===== src/design/fft_types_pkg.sv =====
package fft_types_pkg;

	// sample component, 1.17
	typedef logic signed [17:0] sample_t;

	// twiddle component, 2.14 with unity at 16384
	typedef logic signed [15:0] twiddle_t;

	// sample times twiddle, 3.31
	typedef logic signed [33:0] product_t;

	// fraction of one full turn
	typedef logic [15:0] phase_t;

	typedef logic [11:0] tw_ratio_t;
	typedef logic [2:0] radix_t;

	typedef struct packed {
		sample_t re;
		sample_t im;
	} cpx_sample_t;

	typedef struct packed {
		twiddle_t re;
		twiddle_t im;
	} cpx_twiddle_t;

	// lanes 0 to 4
	typedef cpx_sample_t [4:0] sample_group_t;

	// lane 0 is never rotated, so only lanes 1 to 4
	typedef cpx_twiddle_t [4:1] twiddle_group_t;

	typedef struct packed {
		product_t [4:1] re;
		product_t [4:1] im;
	} product_group_t;

endpackage

===== src/design/twiddle_cfg_pkg.sv =====
package twiddle_cfg_pkg;
	import fft_types_pkg::*;

	localparam int LANES = 5;
	localparam int TW_FRAC = 14;

	localparam int DIV_LAT = 12;
	localparam int CORDIC_ITERS = 14;
	// quadrant fold, micro-rotations, output register
	localparam int CORDIC_LAT = CORDIC_ITERS + 2;
	localparam int POWER_LAT = 3;
	localparam int TW_LAT = DIV_LAT + CORDIC_LAT + POWER_LAT;
	localparam int MULT_LAT = 2;
	// plus one cycle for rounding
	localparam int STAGE_LAT = TW_LAT + MULT_LAT + 1;

	// atan(2^-i) in units of 2^-16 turn
	localparam phase_t CORDIC_ATAN [CORDIC_ITERS] = '{
		16'd8192, 16'd4836, 16'd2555, 16'd1297, 16'd651, 16'd326, 16'd163,
		16'd81, 16'd41, 16'd20, 16'd10, 16'd5, 16'd3, 16'd1
	};

	// 16384 / 1.647, start vector shrunk by the CORDIC gain
	localparam twiddle_t CORDIC_GAIN_COMP = 16'sd9948;

endpackage


===== src/design/twiddle_round_out.sv =====
`timescale 1ns/1ps

module twiddle_round_out import fft_types_pkg::*, twiddle_cfg_pkg::*; (
	input logic clk,
	input logic rst_n,
	input product_group_t prod,
	input cpx_sample_t lane0,
	input logic prod_val,
	output sample_group_t dout,
	output logic out_val
);

	sample_group_t dout_next;

	// keep 1.17 out of 3.31 and round half up on the first dropped bit
	function automatic sample_t round_prod(input product_t p);
		return p[TW_FRAC+$bits(sample_t)-1:TW_FRAC] + sample_t'(p[TW_FRAC-1]);
	endfunction

	always_comb begin
		dout_next[0] = lane0;
		for (int k = 1; k < LANES; k++) begin
			dout_next[k].re = round_prod(prod.re[k]);
			dout_next[k].im = round_prod(prod.im[k]);
		end
	end

	always_ff @(posedge clk) begin
		if (!rst_n) begin
			out_val <= 1'b0;
		end else begin
			out_val <= prod_val;
		end
	end

	// dout reads zero whenever out_val is low
	always_ff @(posedge clk) begin
		dout <= prod_val ? dout_next : '0;
	end

endmodule


===== config.mk =====
export PLATFORM = sky130hd
export DESIGN_NAME = twiddle_round_out
export DESIGN_NICKNAME = d
export VERILOG_FILES = /design/src/design/fft_types_pkg.sv /design/src/design/twiddle_cfg_pkg.sv /design/src/design/twiddle_round_out.sv
export SDC_FILE = /design/constraint.sdc
export NUM_CORES = 1
export LEC_CHECK = 0
export BUFFER_PORTS_ARGS = -buffer_cell sky130_fd_sc_hd__buf_4
export CAP_MARGIN = 20
export CORE_AREA = 2 2 189 191
export CTS_CLUSTER_SIZE = 28
export DETAILED_ROUTE_END_ITERATION = 6
export DIE_AREA = 0 0 191 193
export SLEW_MARGIN = 20
export SYNTH_ARGS = -nofsm -noshare
export SYNTH_HDL_FRONTEND = slang
export SYNTH_SLANG_ARGS = --single-unit

===== constraint.sdc =====
create_clock -name clk -period 2.1 [get_ports clk]
set_clock_uncertainty 0.1 [all_clocks]
set_input_delay 0.315 -clock clk [delete_from_list [all_inputs] [get_ports clk]]
set_output_delay 0.315 -clock clk [all_outputs]
set_load 0.05 [all_outputs]

==> flow_summary_export.csv <==
group,metric,value,unit
min_path,holdCritStartpoint,"lane0[33]",
logic_synthesis,yosys_warnings,0,
cts,cts_tree,"yes",
power,max-vdd-ir-drop,0.565,mV
min_path,hp-class,"input pin to register",
run,cap_viol_max_count,0,
timing,finalSetupViolations,0,
critical_path,crit_chain,"buf_4 -> ha_1 -> inv_1 -> fa_1 -> nor2b_1 -> o211ai_1 -> buf_4 -> a31oi_2 -> o311ai_0 -> and3_1 -> o21a_1",
floorplan,dieArea,36900,sq um
finish,stdcell_count,2461,
floorplan,start_util,32.3,%
route,dr.pass1.iters,5,
timing,holdWs,0.0471,ns
timing,drv_slew,0,
placement,numPortBuffers,371,
grt,gr-total-overflow,0,
floorplan,die_y,193,microns
power,power-per-cell-area,708,nW/um^2
route,wl_per_cell,15.1,microns
critical_path,cp.required,2.33,ns
critical_path,critPathSlowestCell,"fa_1",
floorplan,io_pins,492,
floorplan,num_rows,69,
placement,dp_cells,2394,
route,antenna_left,0,
critical_path,end_kind,"register",
finish,fin_nets,2442,
critical_path,path_class,"input pin to register",
cts,clockBufferDepth,2,
floorplan,die_x,191,microns
grt,grt_pass1_wl,58300,microns
logic_synthesis,postSynthCellCount,1300,
timing,hold_viol_final,0,
finish,syn2layout_area_growth,57.6,%
finish,drive_gt1_share,36.4,%
critical_path,crit_arrival,2.28,ns
logic_synthesis,synth_edf_count,0,
logic_synthesis,synthArstFlopShare,0,%
route,drc_errors,0,
route,vias,11869,
timing,fmax,488,MHz
logic_synthesis,ys.flop_type,"dfxtp_1",
timing,rsz0062_at_grt,"true",
logic_synthesis,synth_cell_types,67,
critical_path,startpoint,"prod[183]",
route,wl,37200,microns
cts,cts_inserted_buffers,17,
logic_synthesis,synth_area,11300,sq um
outcome,status,"finished clean",
grt,grt_antenna_before_repair,2,
critical_path,start_kind,"input pin",
timing,slew_headroom,62.9,%
critical_path,cp_common_cell,"buf_4",
timing,min_period_over_period,97.7,%
min_path,min_to,"dout[33]",
logic_synthesis,ys_ff_latch,181,
grt,grt_max_degree,68,
logic_synthesis,syn-num-nets,1755,
placement,gp_congestion,0.863,
logic_synthesis,syn_avg_cell_area,8.70,sq um
logic_synthesis,yosysSeqAreaShare,32.0,%
timing,tightest_slew,0.554,ns
finish,fillCellCount,3280,
min_path,hold_path_depth,2,
cts,clk_pin_slew_worst_paths,0.07,ns
route,drtIter0Drc,339,
finish,final_cell_area,17800,sq um
critical_path,slowest_delay,0.37,ns
floorplan,coreArea,35000,sq um
route,viasPerCell,4.82,
timing,setup_tns,0,ns
timing,min_period,2.05,ns
cts,ctsRootBufferMaster,"clkbuf_16",
cts,cts.sinks,181,
cts,cts_max_level,4,
grt,grt_use_total,19.8,%
grt,grt_pass1_vias,11927,
placement,post-dp-hpwl,29900,microns
placement,place_area,16900,sq um
power,p_leak,8.84,nW
critical_path,cp_max_fo,5,
finish,antenna_cells,0,
through the flow:
step	utilization [%]	power (mW)	setup WS (ns)
floorplan	-	7.27	0.00138
global placement	48.2	9.40	-0.395
detailed placement	48.2	9.44	-0.442
CTS	50.8	12.8	0.0357
global route	51.0	13.3	-0.0629
finish	51.0	12.6	0.0492
worst max-delay path by stage:
stage | end | slack, ns | cells after the start
after global routing | dout[106] | -0.06 | 11
after detailed placement | dout[106] | -0.44 | 11
after global placement | dout[106] | -0.39 | 11
after CTS | dout[106] | 0.04 | 11
after floorplan | dout[161] | 0.001 | 7
final | dout[104] | 0.05 | 11
critical path: cells and delay by family:
family / cells / cell delay (ns)
compound gates: 4 / 0.69
simple gates: 2 / 0.38
buf+inv: 3 / 0.34
fa+ha+maj: 2 / 0.54
flip-flops by register name, summed over array words and instances (netlist names):
signal / count
dout: 180
out_val: 1
cell type report:
class	count	area [sq um]	area share [%]
flip-flops and latches	181	3620	20.3
clock inverters	10	98.8	0.554
repair buffers	698	5380	30.1
well taps	461	577	3.24
clock buffers	22	474	2.66
inverters	58	220	1.24
multi-input cells	1031	7460	41.8
cell usage after synthesis (all sizes together) (20+ instances only):
cell type,number,area (sq um)
and2,58,363
a21oi,104,524
o21ai,58,294
nand2b,39,244
clkbuf,24,90.1
nor3,31,160
mux2i,31,310
ha,136,1700
a21o,44,332
nand2,87,327
xnor2,32,280
nor2,123,462
xor2,49,429
nand3,20,100
dfxtp,181,3620
inv,58,218
cells in the final DEF (no fill, tap or decap), types with 14 or more instances in the layout:
master	n
buf_4	660
dfxtp_1	181
ha_1	131
nor2_1	123
a21oi_1	101
nand2_1	87
and2_1	58
inv_1	57
o21ai_0	50
xor2_1	49
a21o_1	43
nand2b_1	39
dlygate4sd3_1	34
xnor2_1	32
mux2i_1	31
nor3_1	29
nand3_1	20
o21a_1	19
clkbuf_16	17
nor2b_1	16
a31oi_1	16
nand4_1	15
and3_1	14
and4_1	14
report_power, final:
part	total [mW]	switching [mW]	internal, mW
Sequential	3.97	0.139	3.83
Combinational	5.47	3.18	2.29
Clock	3.18	1.45	1.73
repair_timing:
action,in CTS,in global routing
buffers inserted,0,1
endpoints found under the setup margin,0,14
hold buffers,34,0
endpoints found under the hold margin,34,0
gates resized for setup,0,15
logic make-up after synthesis:
family	synth area share [%]
and+or+nand+nor	19.2
AOI/OAI and AO/OA	20.0
DFF	32.0
adders and majority gates	16.5
buffers and inverters	2.93
xor gates and xnor gates	6.27
muxes	3.14
layer usage:
layer  vias up  GRT usage (%)  routed length [microns]
li1       6038              -                        -
met1      5453           23.6                    16200
met2       317           34.1                    17500
met3        57           5.16                     2510
met4         4           7.66                      909
met5         -              0                       33
(Power assumes the default switching activity.)
