<file path="src/design/fft_types_pkg.sv">
package fft_types_pkg;

	// sample component, 1.17
	typedef logic signed [17:0] sample_t;

	// twiddle component, 2.14 with unity at 16384
	typedef logic signed [15:0] twiddle_t;

	// sample times twiddle, 3.31
	typedef logic signed [33:0] product_t;

	// fraction of one full turn
	typedef logic [15:0] phase_t;

	typedef logic [11:0] tw_ratio_t;
	typedef logic [2:0] radix_t;

	typedef struct packed {
		sample_t re;
		sample_t im;
	} cpx_sample_t;

	typedef struct packed {
		twiddle_t re;
		twiddle_t im;
	} cpx_twiddle_t;

	// lanes 0 to 4
	typedef cpx_sample_t [4:0] sample_group_t;

	// lane 0 is never rotated, so only lanes 1 to 4
	typedef cpx_twiddle_t [4:1] twiddle_group_t;

	typedef struct packed {
		product_t [4:1] re;
		product_t [4:1] im;
	} product_group_t;

endpackage
</file>
<file path="src/design/twiddle_cfg_pkg.sv">
package twiddle_cfg_pkg;
	import fft_types_pkg::*;

	localparam int LANES = 5;
	localparam int TW_FRAC = 14;

	localparam int DIV_LAT = 12;
	localparam int CORDIC_ITERS = 14;
	// quadrant fold, micro-rotations, output register
	localparam int CORDIC_LAT = CORDIC_ITERS + 2;
	localparam int POWER_LAT = 3;
	localparam int TW_LAT = DIV_LAT + CORDIC_LAT + POWER_LAT;
	localparam int MULT_LAT = 2;
	// plus one cycle for rounding
	localparam int STAGE_LAT = TW_LAT + MULT_LAT + 1;

	// atan(2^-i) in units of 2^-16 turn
	localparam phase_t CORDIC_ATAN [CORDIC_ITERS] = '{
		16'd8192, 16'd4836, 16'd2555, 16'd1297, 16'd651, 16'd326, 16'd163,
		16'd81, 16'd41, 16'd20, 16'd10, 16'd5, 16'd3, 16'd1
	};

	// 16384 / 1.647, start vector shrunk by the CORDIC gain
	localparam twiddle_t CORDIC_GAIN_COMP = 16'sd9948;

endpackage

</file>
<file path="src/design/twiddle_phase_divider.sv">
`timescale 1ns/1ps

module twiddle_phase_divider import fft_types_pkg::*, twiddle_cfg_pkg::*; (
	input logic clk,
	input logic rst_n,
	input logic in_val,
	input tw_ratio_t num,
	input tw_ratio_t den,
	input radix_t factor_in,
	output phase_t phase,
	output radix_t factor_out
);

	tw_ratio_t rem_q [DIV_LAT];
	tw_ratio_t den_q [DIV_LAT];
	phase_t quo_q [DIV_LAT];
	radix_t fac_q [DIV_LAT];
	// stage s holds a live group while val_q[s] is set
	logic [DIV_LAT-2:0] val_q;

	// one restoring step, returns {quotient bit, next remainder}
	function automatic logic [12:0] div_step(input tw_ratio_t rem, input tw_ratio_t dv);
		logic [12:0] trial;
		trial = {rem, 1'b0};
		if (trial >= {1'b0, dv}) begin
			return {1'b1, tw_ratio_t'(trial - {1'b0, dv})};
		end
		return {1'b0, trial[11:0]};
	endfunction

	always_ff @(posedge clk) begin
		if (!rst_n) begin
			val_q <= '0;
		end else begin
			val_q <= {val_q[DIV_LAT-3:0], in_val};
		end
	end

	// head stage settles the top five bits, later stages one bit each
	always_ff @(posedge clk) begin
		tw_ratio_t rem;
		phase_t quo;
		logic [12:0] step;
		rem = num;
		quo = '0;
		for (int b = $bits(phase_t) - 1; b >= DIV_LAT - 1; b--) begin
			step = div_step(rem, den);
			quo[b] = step[12];
			rem = step[11:0];
		end
		if (in_val) begin
			rem_q[0] <= rem;
			quo_q[0] <= quo;
			den_q[0] <= den;
			fac_q[0] <= factor_in;
		end
	end

	for (genvar s = 1; s < DIV_LAT; s++) begin : g_stage
		logic [12:0] step;
		assign step = div_step(rem_q[s-1], den_q[s-1]);

		always_ff @(posedge clk) begin
			if (val_q[s-1]) begin
				rem_q[s] <= step[11:0];
				den_q[s] <= den_q[s-1];
				quo_q[s] <= quo_q[s-1] | (phase_t'(step[12]) << (DIV_LAT - 1 - s));
				fac_q[s] <= fac_q[s-1];
			end
		end
	end

	assign phase = quo_q[DIV_LAT-1];
	assign factor_out = fac_q[DIV_LAT-1];

endmodule

</file>
<file path="config.mk">
export PLATFORM = sky130hd
export DESIGN_NAME = twiddle_phase_divider
export DESIGN_NICKNAME = d
export VERILOG_FILES = /design/src/design/fft_types_pkg.sv /design/src/design/twiddle_cfg_pkg.sv /design/src/design/twiddle_phase_divider.sv
export SDC_FILE = /design/constraint.sdc
export NUM_CORES = 1
export LEC_CHECK = 0
export BUFFER_PORTS_ARGS = -buffer_cell sky130_fd_sc_hd__buf_2
export CORE_MARGIN = 2
export CORE_UTILIZATION = 50
export DETAILED_ROUTE_END_ITERATION = 7
export GPL_ROUTABILITY_DRIVEN = 0
export PLACE_DENSITY = 0.75
export SLEW_MARGIN = 20
export SYNTH_ARGS = -nofsm -noshare
export SYNTH_HDL_FRONTEND = slang
export SYNTH_SLANG_ARGS = --single-unit
export TNS_END_PERCENT = 5
</file>
<file path="constraint.sdc">
create_clock -name clk -period 18.26 [get_ports clk]
set_clock_uncertainty 0.1 [all_clocks]
set_input_delay 3.652 -clock clk [delete_from_list [all_inputs] [get_ports clk]]
set_output_delay 3.652 -clock clk [all_outputs]
set_load 0.1 [all_outputs]
</file>
==> implementation parameters <==
Parameter                              Value

Run status
  Outcome    complete, no violations

Clocking
  CTS buffer count    44
  Clock transition at the registers of the reported paths    0.06 ns
  Hold_buf cts    0
  Number of buffers inserted by post-CTS setup repair    0
  Count of H-tree levels built during CTS    2
  Worst-Skew Late Latency    0.56 ns
  Cell chosen for the clock root    clkbuf_16
  CTS sink count    437
  CTS tree    built
  Buffers from clock root to sink, at most    3
  CTS-repair resized insts    0

Timing
  Final Worst Setup Slack    1.58 ns
  Portion of the clock cycle consumed by the worst path in the final layout    91.3%
  Setup repair after global routing missed its margin    no
  Final Hold Violating Endpoints    0
  Transition time at the pin with the least slew margin    0.894 ns
  WHS    0.312 ns
  Post-Route Setup TNS    0 ns
  Number of slew-limit violations in the final report    0
  Achievable Freq    60.0 MHz
  Max_slew headroom    38.7%
  Setup Viol. Count Final    0
  Shortest clock period the worst path allows after layout    16.68 ns

Pwr
  Internal    2.51 mW
  Worst vdd ir    0.337 mV
  Reported net switching power    1.20 mW
  Power per Cell Area    145 nW/um2
  Fraction of power spent switching nets    32.3%
  Cell leakage power    10.1 nW
  Proportion of power drawn by combinational gates    42.5%
  Power share of the clock group    24.1%
  Part of the power in registers    33.4%

Route
  Via count    14,900
  Total DRC errors in the routed layout    0
  Drt first-iter violations    794
  Total wire length after detailed routing    42.1 mm
  Average wire length per cell after detail routing    15.6 um
  Number of nets still failing antenna checks after routing    0
  Number of detailed-route iterations in the first pass    5
  Average vias per placed instance    5.54

Finish
  Layout cells sized above 1    8.97%
  Most common cell after layout, fill and taps aside    edfxtp_1
  Layout net count    2,290
  Post-route design area    25,600 um2
  Area grow syn2layout    10.2%
  Fill count    3,654
  Top library cells by usage in the layout, fill and taps aside    edfxtp_1 (426), inv_1 (226), ha_1 (187)
  Number of inserted diodes    0
  Non-filler instance count after layout    2,697

Global route
  Via count of the first global-routing pass    15,100
  Overall Global Routing Usage    17.6%
  Initial antenna violation count    0
  Global-route wire length before repair    69.0 mm
  Pin count of the biggest net entering global routing    44
  Leftover overflow at the end of global routing    0

Synthesis
  Post-synthesis register bit count    437
  Xor/xnor share of the synthesized area    3.43%
  Fraction of synthesized area in multiplexers    1.63%
  Cell variety after synth    65
  Post-synth EDFFs    426
  Fraction of the yosys area taken by sequential cells    56.0%
  Nets in the synthesized netlist    2,228
  Share of synthesized registers carrying an async set or reset    0%
  Post-synthesis share of cell area spent on and, or, nand and nor gates    10.1%
  Post-Synthesis Mean Instance Area    11.6 um2
  Compound-cell area share of the yosys netlist    12.8%
  Fraction of the mapped netlist area in adder cells    11.0%
  Dominant combinational cell family by area after synthesis    compound AO/OA/AOI/OAI gates
  Post-synthesis instance area    23,200 um2
  Cells after Synth    2,000
  Number of warnings reported in the yosys synthesis log    0
  Commonest register cell after synthesis    edfxtp_1

Placement
  Pre-CTS worst setup slack    1.15 ns
  Port Buffer Count    48
  # placed instances    2,616
  Placed wire-length estimate    32.2 mm
  Post-placement cell area    24,100 um2

Floorplanning
  Total Die Area    48,200 um2
  Chip Height    220 um
  Die span in x    220 um
  Initial Util    51.0%
  Ports placed on the boundary    49
  Rows    78
  Standard cell core area    45,600 um2

Critical path
  Data required time at the worst endpoint    18.48 ns
  Critical Path Fanout Max    18
  Slack of the worst reg-to-reg path    14.47 ns
  Master of the slowest instance on the critical path    mux2i_1
  Data arrival at the endpoint of the critical path    16.89 ns
  Critical path start-end classification    input port to flop
  Setup crit end kind    flop
  Max incr delay on CP    0.76 ns
  Worst Setup Start Kind    input port

Run
  # Max-Cap Violations    0

Worst hold path
  Min-delay worst type    flop to flop
worst max-delay path: cells and delay by family:
family	cells	cell delay (ns)
mux	5	2.32
compound gates	24	6.31
simple gates	9	2.08
buf+inv	4	0.96
fa+ha+maj	5	1.57
power groups by stage:
stage                     Combinational, mW  Clock, mW  Sequential (mW)
after floorplan                        1.30          0             1.25
after global placement                 1.51          0             1.26
after detailed placement               1.56          0             1.26
after CTS                              1.56      0.918             1.24
after global routing                   1.73      0.957             1.24
final                                  1.58      0.895             1.24
Yosys cell counts (all sizes together), types with 3 or more instances:
library cell | count | area (um2)
a211o | 5 | 43.8
a211oi | 13 | 97.6
a21boi | 33 | 248
a21o | 31 | 233
a21oi | 79 | 399
and2 | 16 | 100
and3 | 10 | 62.6
buf | 25 | 191
clkbuf | 25 | 93.8
dfxtp | 11 | 220
edfxtp | 426 | 12800
fa | 11 | 220
ha | 187 | 2340
inv | 227 | 855
mux2 | 28 | 349
mux2i | 3 | 30.0
nand2 | 178 | 668
nand2b | 21 | 131
nand3 | 15 | 75.1
nand4 | 26 | 163
nor2 | 125 | 469
nor2b | 44 | 275
nor3 | 36 | 191
nor4 | 10 | 62.6
o211ai | 3 | 22.5
o21a | 44 | 330
o21ai | 146 | 731
o21bai | 13 | 97.6
o31a | 10 | 87.6
o31ai | 53 | 398
o41ai | 10 | 87.6
or2 | 11 | 68.8
or3 | 5 | 31.3
xnor2 | 61 | 534
xor2 | 30 | 263
per-layer routing:
metal	track usage [%]	share of wire [%]	vias to the layer above
met1	18.1	38	7024
met5	0	0	-
li1	-	-	7337
met2	33.7	52	415
met4	9.35	4.9	0
met3	3.29	4.4	161
per-stage QoR:
step                total power, mW  util (%)
floorplan                      2.55         -
global placement               2.77      53.0
detailed placement             2.82      53.0
CTS                            3.72      56.2
global route                   3.93      56.2
finish                         3.71      56.2
path summary, 6_finish.rpt:
check                             startpoint      endpoint  cells after the start
worst min register to register  quo_q[2][38]  quo_q[2][54]                      0
worst max-delay path                  den[8]   rem_q[0][2]                     47
worst max register to register   den_q[5][1]   rem_q[6][6]                     13
worst min-delay path            quo_q[2][38]  quo_q[2][54]                      0
flip-flops by register name, summed over array words and instances (netlist names):
signal,cells
quo_q,126
val_q,11
rem_q,132
den_q,132
fac_q,36
final cells by class:
class	count	area (um2)	area share (%)
multi-input combinational	1285	9150	35.7
sequential	437	13000	50.8
clock inverter	20	244	0.953
clock buffer	61	1210	4.74
inverter	228	858	3.35
timing repair buffer	66	375	1.47
tap	600	751	2.93
cell families after synthesis:
group                    after synthesis
flip-flops                           437
AO/OA/AOI/OAI                        461
AND/OR/NAND/NOR                      504
adder cells (fa/ha/maj)              198
buffers and inverters                278
multiplexers                          31
XOR/XNOR                              91
(Power assumes the default switching activity.)
