**src/design/fft_types_pkg.sv**
```systemverilog
package fft_types_pkg;

	// sample component, 1.17
	typedef logic signed [17:0] sample_t;

	// twiddle component, 2.14 with unity at 16384
	typedef logic signed [15:0] twiddle_t;

	// sample times twiddle, 3.31
	typedef logic signed [33:0] product_t;

	// fraction of one full turn
	typedef logic [15:0] phase_t;

	typedef logic [11:0] tw_ratio_t;
	typedef logic [2:0] radix_t;

	typedef struct packed {
		sample_t re;
		sample_t im;
	} cpx_sample_t;

	typedef struct packed {
		twiddle_t re;
		twiddle_t im;
	} cpx_twiddle_t;

	// lanes 0 to 4
	typedef cpx_sample_t [4:0] sample_group_t;

	// lane 0 is never rotated, so only lanes 1 to 4
	typedef cpx_twiddle_t [4:1] twiddle_group_t;

	typedef struct packed {
		product_t [4:1] re;
		product_t [4:1] im;
	} product_group_t;

endpackage
```
**src/design/twiddle_cfg_pkg.sv**
```systemverilog
package twiddle_cfg_pkg;
	import fft_types_pkg::*;

	localparam int LANES = 5;
	localparam int TW_FRAC = 14;

	localparam int DIV_LAT = 12;
	localparam int CORDIC_ITERS = 14;
	// quadrant fold, micro-rotations, output register
	localparam int CORDIC_LAT = CORDIC_ITERS + 2;
	localparam int POWER_LAT = 3;
	localparam int TW_LAT = DIV_LAT + CORDIC_LAT + POWER_LAT;
	localparam int MULT_LAT = 2;
	// plus one cycle for rounding
	localparam int STAGE_LAT = TW_LAT + MULT_LAT + 1;

	// atan(2^-i) in units of 2^-16 turn
	localparam phase_t CORDIC_ATAN [CORDIC_ITERS] = '{
		16'd8192, 16'd4836, 16'd2555, 16'd1297, 16'd651, 16'd326, 16'd163,
		16'd81, 16'd41, 16'd20, 16'd10, 16'd5, 16'd3, 16'd1
	};

	// 16384 / 1.647, start vector shrunk by the CORDIC gain
	localparam twiddle_t CORDIC_GAIN_COMP = 16'sd9948;

endpackage

```
**src/design/twiddle_cordic.sv**
```systemverilog
`timescale 1ns/1ps

module twiddle_cordic import fft_types_pkg::*, twiddle_cfg_pkg::*; (
	input logic clk,
	input phase_t phase,
	input radix_t factor_in,
	output cpx_twiddle_t w,
	output radix_t factor_out
);

	// 2.18 inside, four guard bits below the twiddle lsb
	typedef logic signed [19:0] cordic_xy_t;
	typedef logic signed [17:0] cordic_z_t;

	cordic_xy_t x_q [CORDIC_ITERS+1];
	cordic_xy_t y_q [CORDIC_ITERS+1];
	cordic_z_t z_q [CORDIC_ITERS+1];
	logic [1:0] quad_q [CORDIC_ITERS+1];
	logic zero_q [CORDIC_ITERS+1];
	radix_t fac_q [CORDIC_ITERS+1];

	cordic_xy_t x_rnd;
	cordic_xy_t y_rnd;
	twiddle_t c;
	twiddle_t s;
	twiddle_t cos_v;
	twiddle_t sin_v;

	// fold into the first quadrant
	always_ff @(posedge clk) begin
		x_q[0] <= cordic_xy_t'(CORDIC_GAIN_COMP) <<< 4;
		y_q[0] <= '0;
		z_q[0] <= cordic_z_t'({4'b0000, phase[13:0]});
		quad_q[0] <= phase[15:14];
		zero_q[0] <= (phase == '0);
		fac_q[0] <= factor_in;
	end

	for (genvar i = 0; i < CORDIC_ITERS; i++) begin : g_iter
		always_ff @(posedge clk) begin
			// rotate toward zero residual angle
			if (z_q[i] >= 0) begin
				x_q[i+1] <= x_q[i] - (y_q[i] >>> i);
				y_q[i+1] <= y_q[i] + (x_q[i] >>> i);
				z_q[i+1] <= z_q[i] - cordic_z_t'(CORDIC_ATAN[i]);
			end else begin
				x_q[i+1] <= x_q[i] + (y_q[i] >>> i);
				y_q[i+1] <= y_q[i] - (x_q[i] >>> i);
				z_q[i+1] <= z_q[i] + cordic_z_t'(CORDIC_ATAN[i]);
			end
			quad_q[i+1] <= quad_q[i];
			zero_q[i+1] <= zero_q[i];
			fac_q[i+1] <= fac_q[i];
		end
	end

	// drop guard bits with rounding
	assign x_rnd = x_q[CORDIC_ITERS] + cordic_xy_t'(8);
	assign y_rnd = y_q[CORDIC_ITERS] + cordic_xy_t'(8);
	assign c = x_rnd[19:4];
	assign s = y_rnd[19:4];

	// undo the fold with sign and swap
	always_comb begin
		unique case (quad_q[CORDIC_ITERS])
			2'd0: begin
				cos_v = c;
				sin_v = s;
			end
			2'd1: begin
				cos_v = -s;
				sin_v = c;
			end
			2'd2: begin
				cos_v = -c;
				sin_v = -s;
			end
			default: begin
				cos_v = s;
				sin_v = -c;
			end
		endcase
	end

	always_ff @(posedge clk) begin
		// exact unity keeps d = 1 lossless
		if (zero_q[CORDIC_ITERS]) begin
			w.re <= twiddle_t'(1 << TW_FRAC);
			w.im <= '0;
		end else begin
			// forward transform, exp(-j phi)
			w.re <= cos_v;
			w.im <= -sin_v;
		end
		factor_out <= fac_q[CORDIC_ITERS];
	end

endmodule

```
**config.mk**
```make
export PLATFORM = sky130hd
export DESIGN_NAME = twiddle_cordic
export DESIGN_NICKNAME = d
export VERILOG_FILES = /design/src/design/fft_types_pkg.sv /design/src/design/twiddle_cfg_pkg.sv /design/src/design/twiddle_cordic.sv
export SDC_FILE = /design/constraint.sdc
export NUM_CORES = 2
export LEC_CHECK = 0
export CORE_MARGIN = 5
export CORE_UTILIZATION = 40
export DETAILED_ROUTE_END_ITERATION = 8
export DONT_BUFFER_PORTS = 1
export PLACE_DENSITY = 0.51
export REMOVE_ABC_BUFFERS = 1
export SLEW_MARGIN = 20
export SYNTH_ARGS = -nofsm -noshare
export SYNTH_HDL_FRONTEND = slang
export SYNTH_SLANG_ARGS = --single-unit
```
**constraint.sdc**
```tcl
create_clock -name clk -period 10.4 [get_ports clk]
set_input_delay 1.56 -clock clk [delete_from_list [all_inputs] [get_ports clk]]
set_output_delay 1.56 -clock clk [all_outputs]
set_load 0.005 [all_outputs]
```
==> results.py <==
metrics = {
    "cells_and_area": {
        "antenna_cells": 0,
        "drive_gt1_frac": 0.0494,
        "final_nets": 6543,
        "postLayoutCellArea_um2": 56700,
        "area_growth_pct": 10.3,
        "layout_common_cells": "dfxtp_1 (817), ha_1 (658), xnor2_1 (536)",
        "final_common_cell": "dfxtp_1",
    },
    "logic_synthesis": {
        "synthAdderAreaFrac": 0.172,
        "ys.warnings.count": 0,
        "synthSimpleGateAreaFrac": 0.161,
        "yosys.area_share.xor_xnor": 0.132,
        "ys_async_sr_fraction": 0,
        "syn_avg_cell_area_um2": 8.86,
        "syn_area_um2": 51400,
        "synth_mux_area_frac": 0.0124,
        "yosys-top-cells-area": "dfxtp_1 (32%), ha_1 (16%), xnor2_1 (9.1%)",
        "synth_top_family_by_area": "compound AO/OA/AOI/OAI gates",
        "netlist_instances": 5804,
        "ys.flop_type": "dfxtp_1",
        "synth.distinct_cells": 96,
        "synth_top_area_cell": "dfxtp_1",
        "synth_seq_cells": 818,
        "ys_seq_area_frac": 0.318,
        "synth_compound_area_frac": 0.176,
        "synth_edf_count": 0,
        "netlist.area_leader.share": 0.318,
    },
    "clocking": {
        "cts_hold_buf": 0,
        "cts_tree": "built",
        "htreeDepth": 3,
        "clockBufferDepth": 3,
        "clock_latency_ns": 0.71,
        "cts_buffers": 93,
        "path_clk_slew_ns": 0.06,
        "post-cts-setup-buffer-count": 0,
        "cts.sinks": 818,
        "cts_resized": 0,
        "clock-root-buffer": "clkbuf_16",
    },
    "timing": {
        "whs_ns": 0.321,
        "min_period_over_period": 0.573,
        "rsz0062_at_grt": "no",
        "skew_ns": 0.0377,
        "finalHoldViolCount": 0,
        "maxSlewViolCount": 0,
        "max-slew-margin-rel": 0.280,
        "tightest_slew_ns": 1.06,
        "setup_viol": 0,
        "tns_ns": 0,
        "fmax_mhz": 168,
        "fin_crit_ns": 5.96,
    },
    "global_route": {
        "grt_usage": 0.183,
        "grt_max_degree": 57,
        "top_usage_layer": "met2",
        "use_met2": 0.306,
        "grt-ovfl-total": 0,
        "grt_pass1_wl_mm": 206,
        "grt_pass1_vias": 38600,
        "grt_use_met3": 0.0248,
        "grt_use_met1": 0.253,
        "antenna_found_initial": 0,
    },
    "setup_path": {
        "end_kind": "register",
        "critPathLaunch": "z_q[0][71]",
        "crit_arrival_ns": 6.59,
        "rr_startpoint": "z_q[0][71]",
        "path_cells": "inv_1, ha_1, or4b_2, nor4_1, nor3b_1, nand2b_2, buf_4, xnor2_1, fa_1, a21o_1, a21oi_1, o21bai_1, a21o_1, a21oi_1, o21ai_0, a2111oi_0, o31ai_1, a21oi_1, xor2_1",
        "setup.worst_path.start_class": "register",
        "r2r_setup_slack_ns": 4.44,
        "crit_type": "register to register",
        "path_buf_inv": 2,
        "crit_path_frequent_cell": "a21oi_1",
        "worst_ep_required_time_ns": 11.03,
        "critPathSlowestCell": "a2111oi_0",
        "path_delay_family": "compound AO/OA/AOI/OAI gates",
        "slowest_delay_ns": 0.68,
        "path_max_fanout": 46,
    },
    "route": {
        "drc": 0,
        "routed_wl_mm": 127,
        "postRouteAntennaNets": 0,
        "via_count": 40287,
        "via_per_inst": 5.32,
        "wire_per_inst_um": 16.7,
        "drtIter0Drc": 2246,
        "drtPass1Iterations": 6,
    },
    "flow_run": {
        "maxCapViolCount": 0,
    },
    "floorplan": {
        "dieArea_um2": 136000,
        "ios": 55,
        "fp.dieW_um": 369,
        "initial_core_util": 0.403,
        "die_y_um": 369,
        "rows": 131,
        "coreArea_um2": 128000,
    },
    "min_path": {
        "min_path_type": "register to register",
        "worstHoldStart": "zero_q[2][0]",
    },
    "placement": {
        "place_congestion": 0.867,
        "dp_hpwl_mm": 103,
        "placed_area_um2": 53300,
        "io_buffers": 0,
    },
    "run_status": {
        "status": "finished clean",
    },
}
per-layer routing:
metal  wire length [µm]  part of all wire  vias up
li1                   -                 -    20859
met1              62100              0.49    18705
met2              57700              0.45      591
met3               4650             0.037      132
met4               2350             0.019        0
met5                  0                 0        -
state kept, by name, indices dropped and copies added, names as in the netlist:
register	flops
fac_q	45
factor_out	3
quad_q	30
w	32
x_q	232
y_q	234
z_q	227
zero_q	15
cells in the mapped netlist (14+ instances only):
| cell type | number |
|---|---|
| a311oi_1 | 16 |
| and2_1 | 39 |
| a21oi_1 | 446 |
| inv_1 | 265 |
| mux2i_1 | 32 |
| a2111oi_0 | 24 |
| dfxtp_1 | 818 |
| o211ai_1 | 23 |
| a21o_1 | 98 |
| or2_2 | 20 |
| nor3_1 | 185 |
| ha_1 | 658 |
| and3_1 | 47 |
| xnor2_1 | 536 |
| nor2_1 | 511 |
| a211oi_1 | 52 |
| o41ai_1 | 34 |
| a31oi_1 | 33 |
| nand2_1 | 323 |
| a31o_2 | 14 |
| o21ba_2 | 14 |
| a21boi_0 | 30 |
| or4_1 | 21 |
| fa_1 | 30 |
| nand4_1 | 30 |
| clkbuf_1 | 64 |
| xor2_1 | 237 |
| nand2b_1 | 49 |
| o31ai_1 | 68 |
| o21bai_1 | 66 |
| o21ai_0 | 325 |
| nand3_1 | 149 |
| or3_1 | 78 |
| nor2b_1 | 92 |
| nor4_1 | 74 |
| o21a_1 | 73 |
cell families after synthesis:
group,Yosys count
AND/OR/NAND/NOR,1688
AO/OA/AOI/OAI,1421
flip-flops,818
XOR/XNOR,774
adder cells (fa/ha/maj),688
buffers and inverters,363
multiplexers,52
final timing paths:
path	endpoint	cells after the start
min	zero_q[2][1]	0
max	y_q[4][19]	19
min reg2reg	zero_q[2][1]	0
max reg2reg	y_q[4][19]	19
per-stage QoR:
step / setup slack [ns] / cells / utilization
after global placement: 4.54 / 7402 / 0.417
after CTS: 4.42 / 7573 / 0.444
after floorplan: 3.85 / 5712 / -
after global routing: 3.84 / 7573 / 0.444
final: 4.44 / 7573 / 0.444
after detailed placement: 4.49 / 7402 / 0.417
area by class of cell:
class / instances / area (µm²)
clock buffers: 115 / 2580
clock inverters: 56 / 873
fillers: 12496 / 71000
inverters: 271 / 1020
multi-input cells: 4623 / 33600
flip-flops and latches: 818 / 16400
well taps: 1662 / 2080
repair buffers: 28 / 210
worst reg2reg max path, stage by stage, from the launching register on:
cell	delay, ns
dfxtp_1	0.37
inv_1	0.13
ha_1	0.15
or4b_2	0.58
nor4_1	0.56
nor3b_1	0.30
nand2b_2	0.16
buf_4	0.53
xnor2_1	0.24
fa_1	0.47
a21o_1	0.20
a21oi_1	0.23
o21bai_1	0.09
a21o_1	0.20
a21oi_1	0.29
o21ai_0	0.21
a2111oi_0	0.68
o31ai_1	0.15
a21oi_1	0.20
xor2_1	0.16
Power is not shown: default switching activity piles up to over one toggle a cycle in this logic, so the estimate is an artifact.
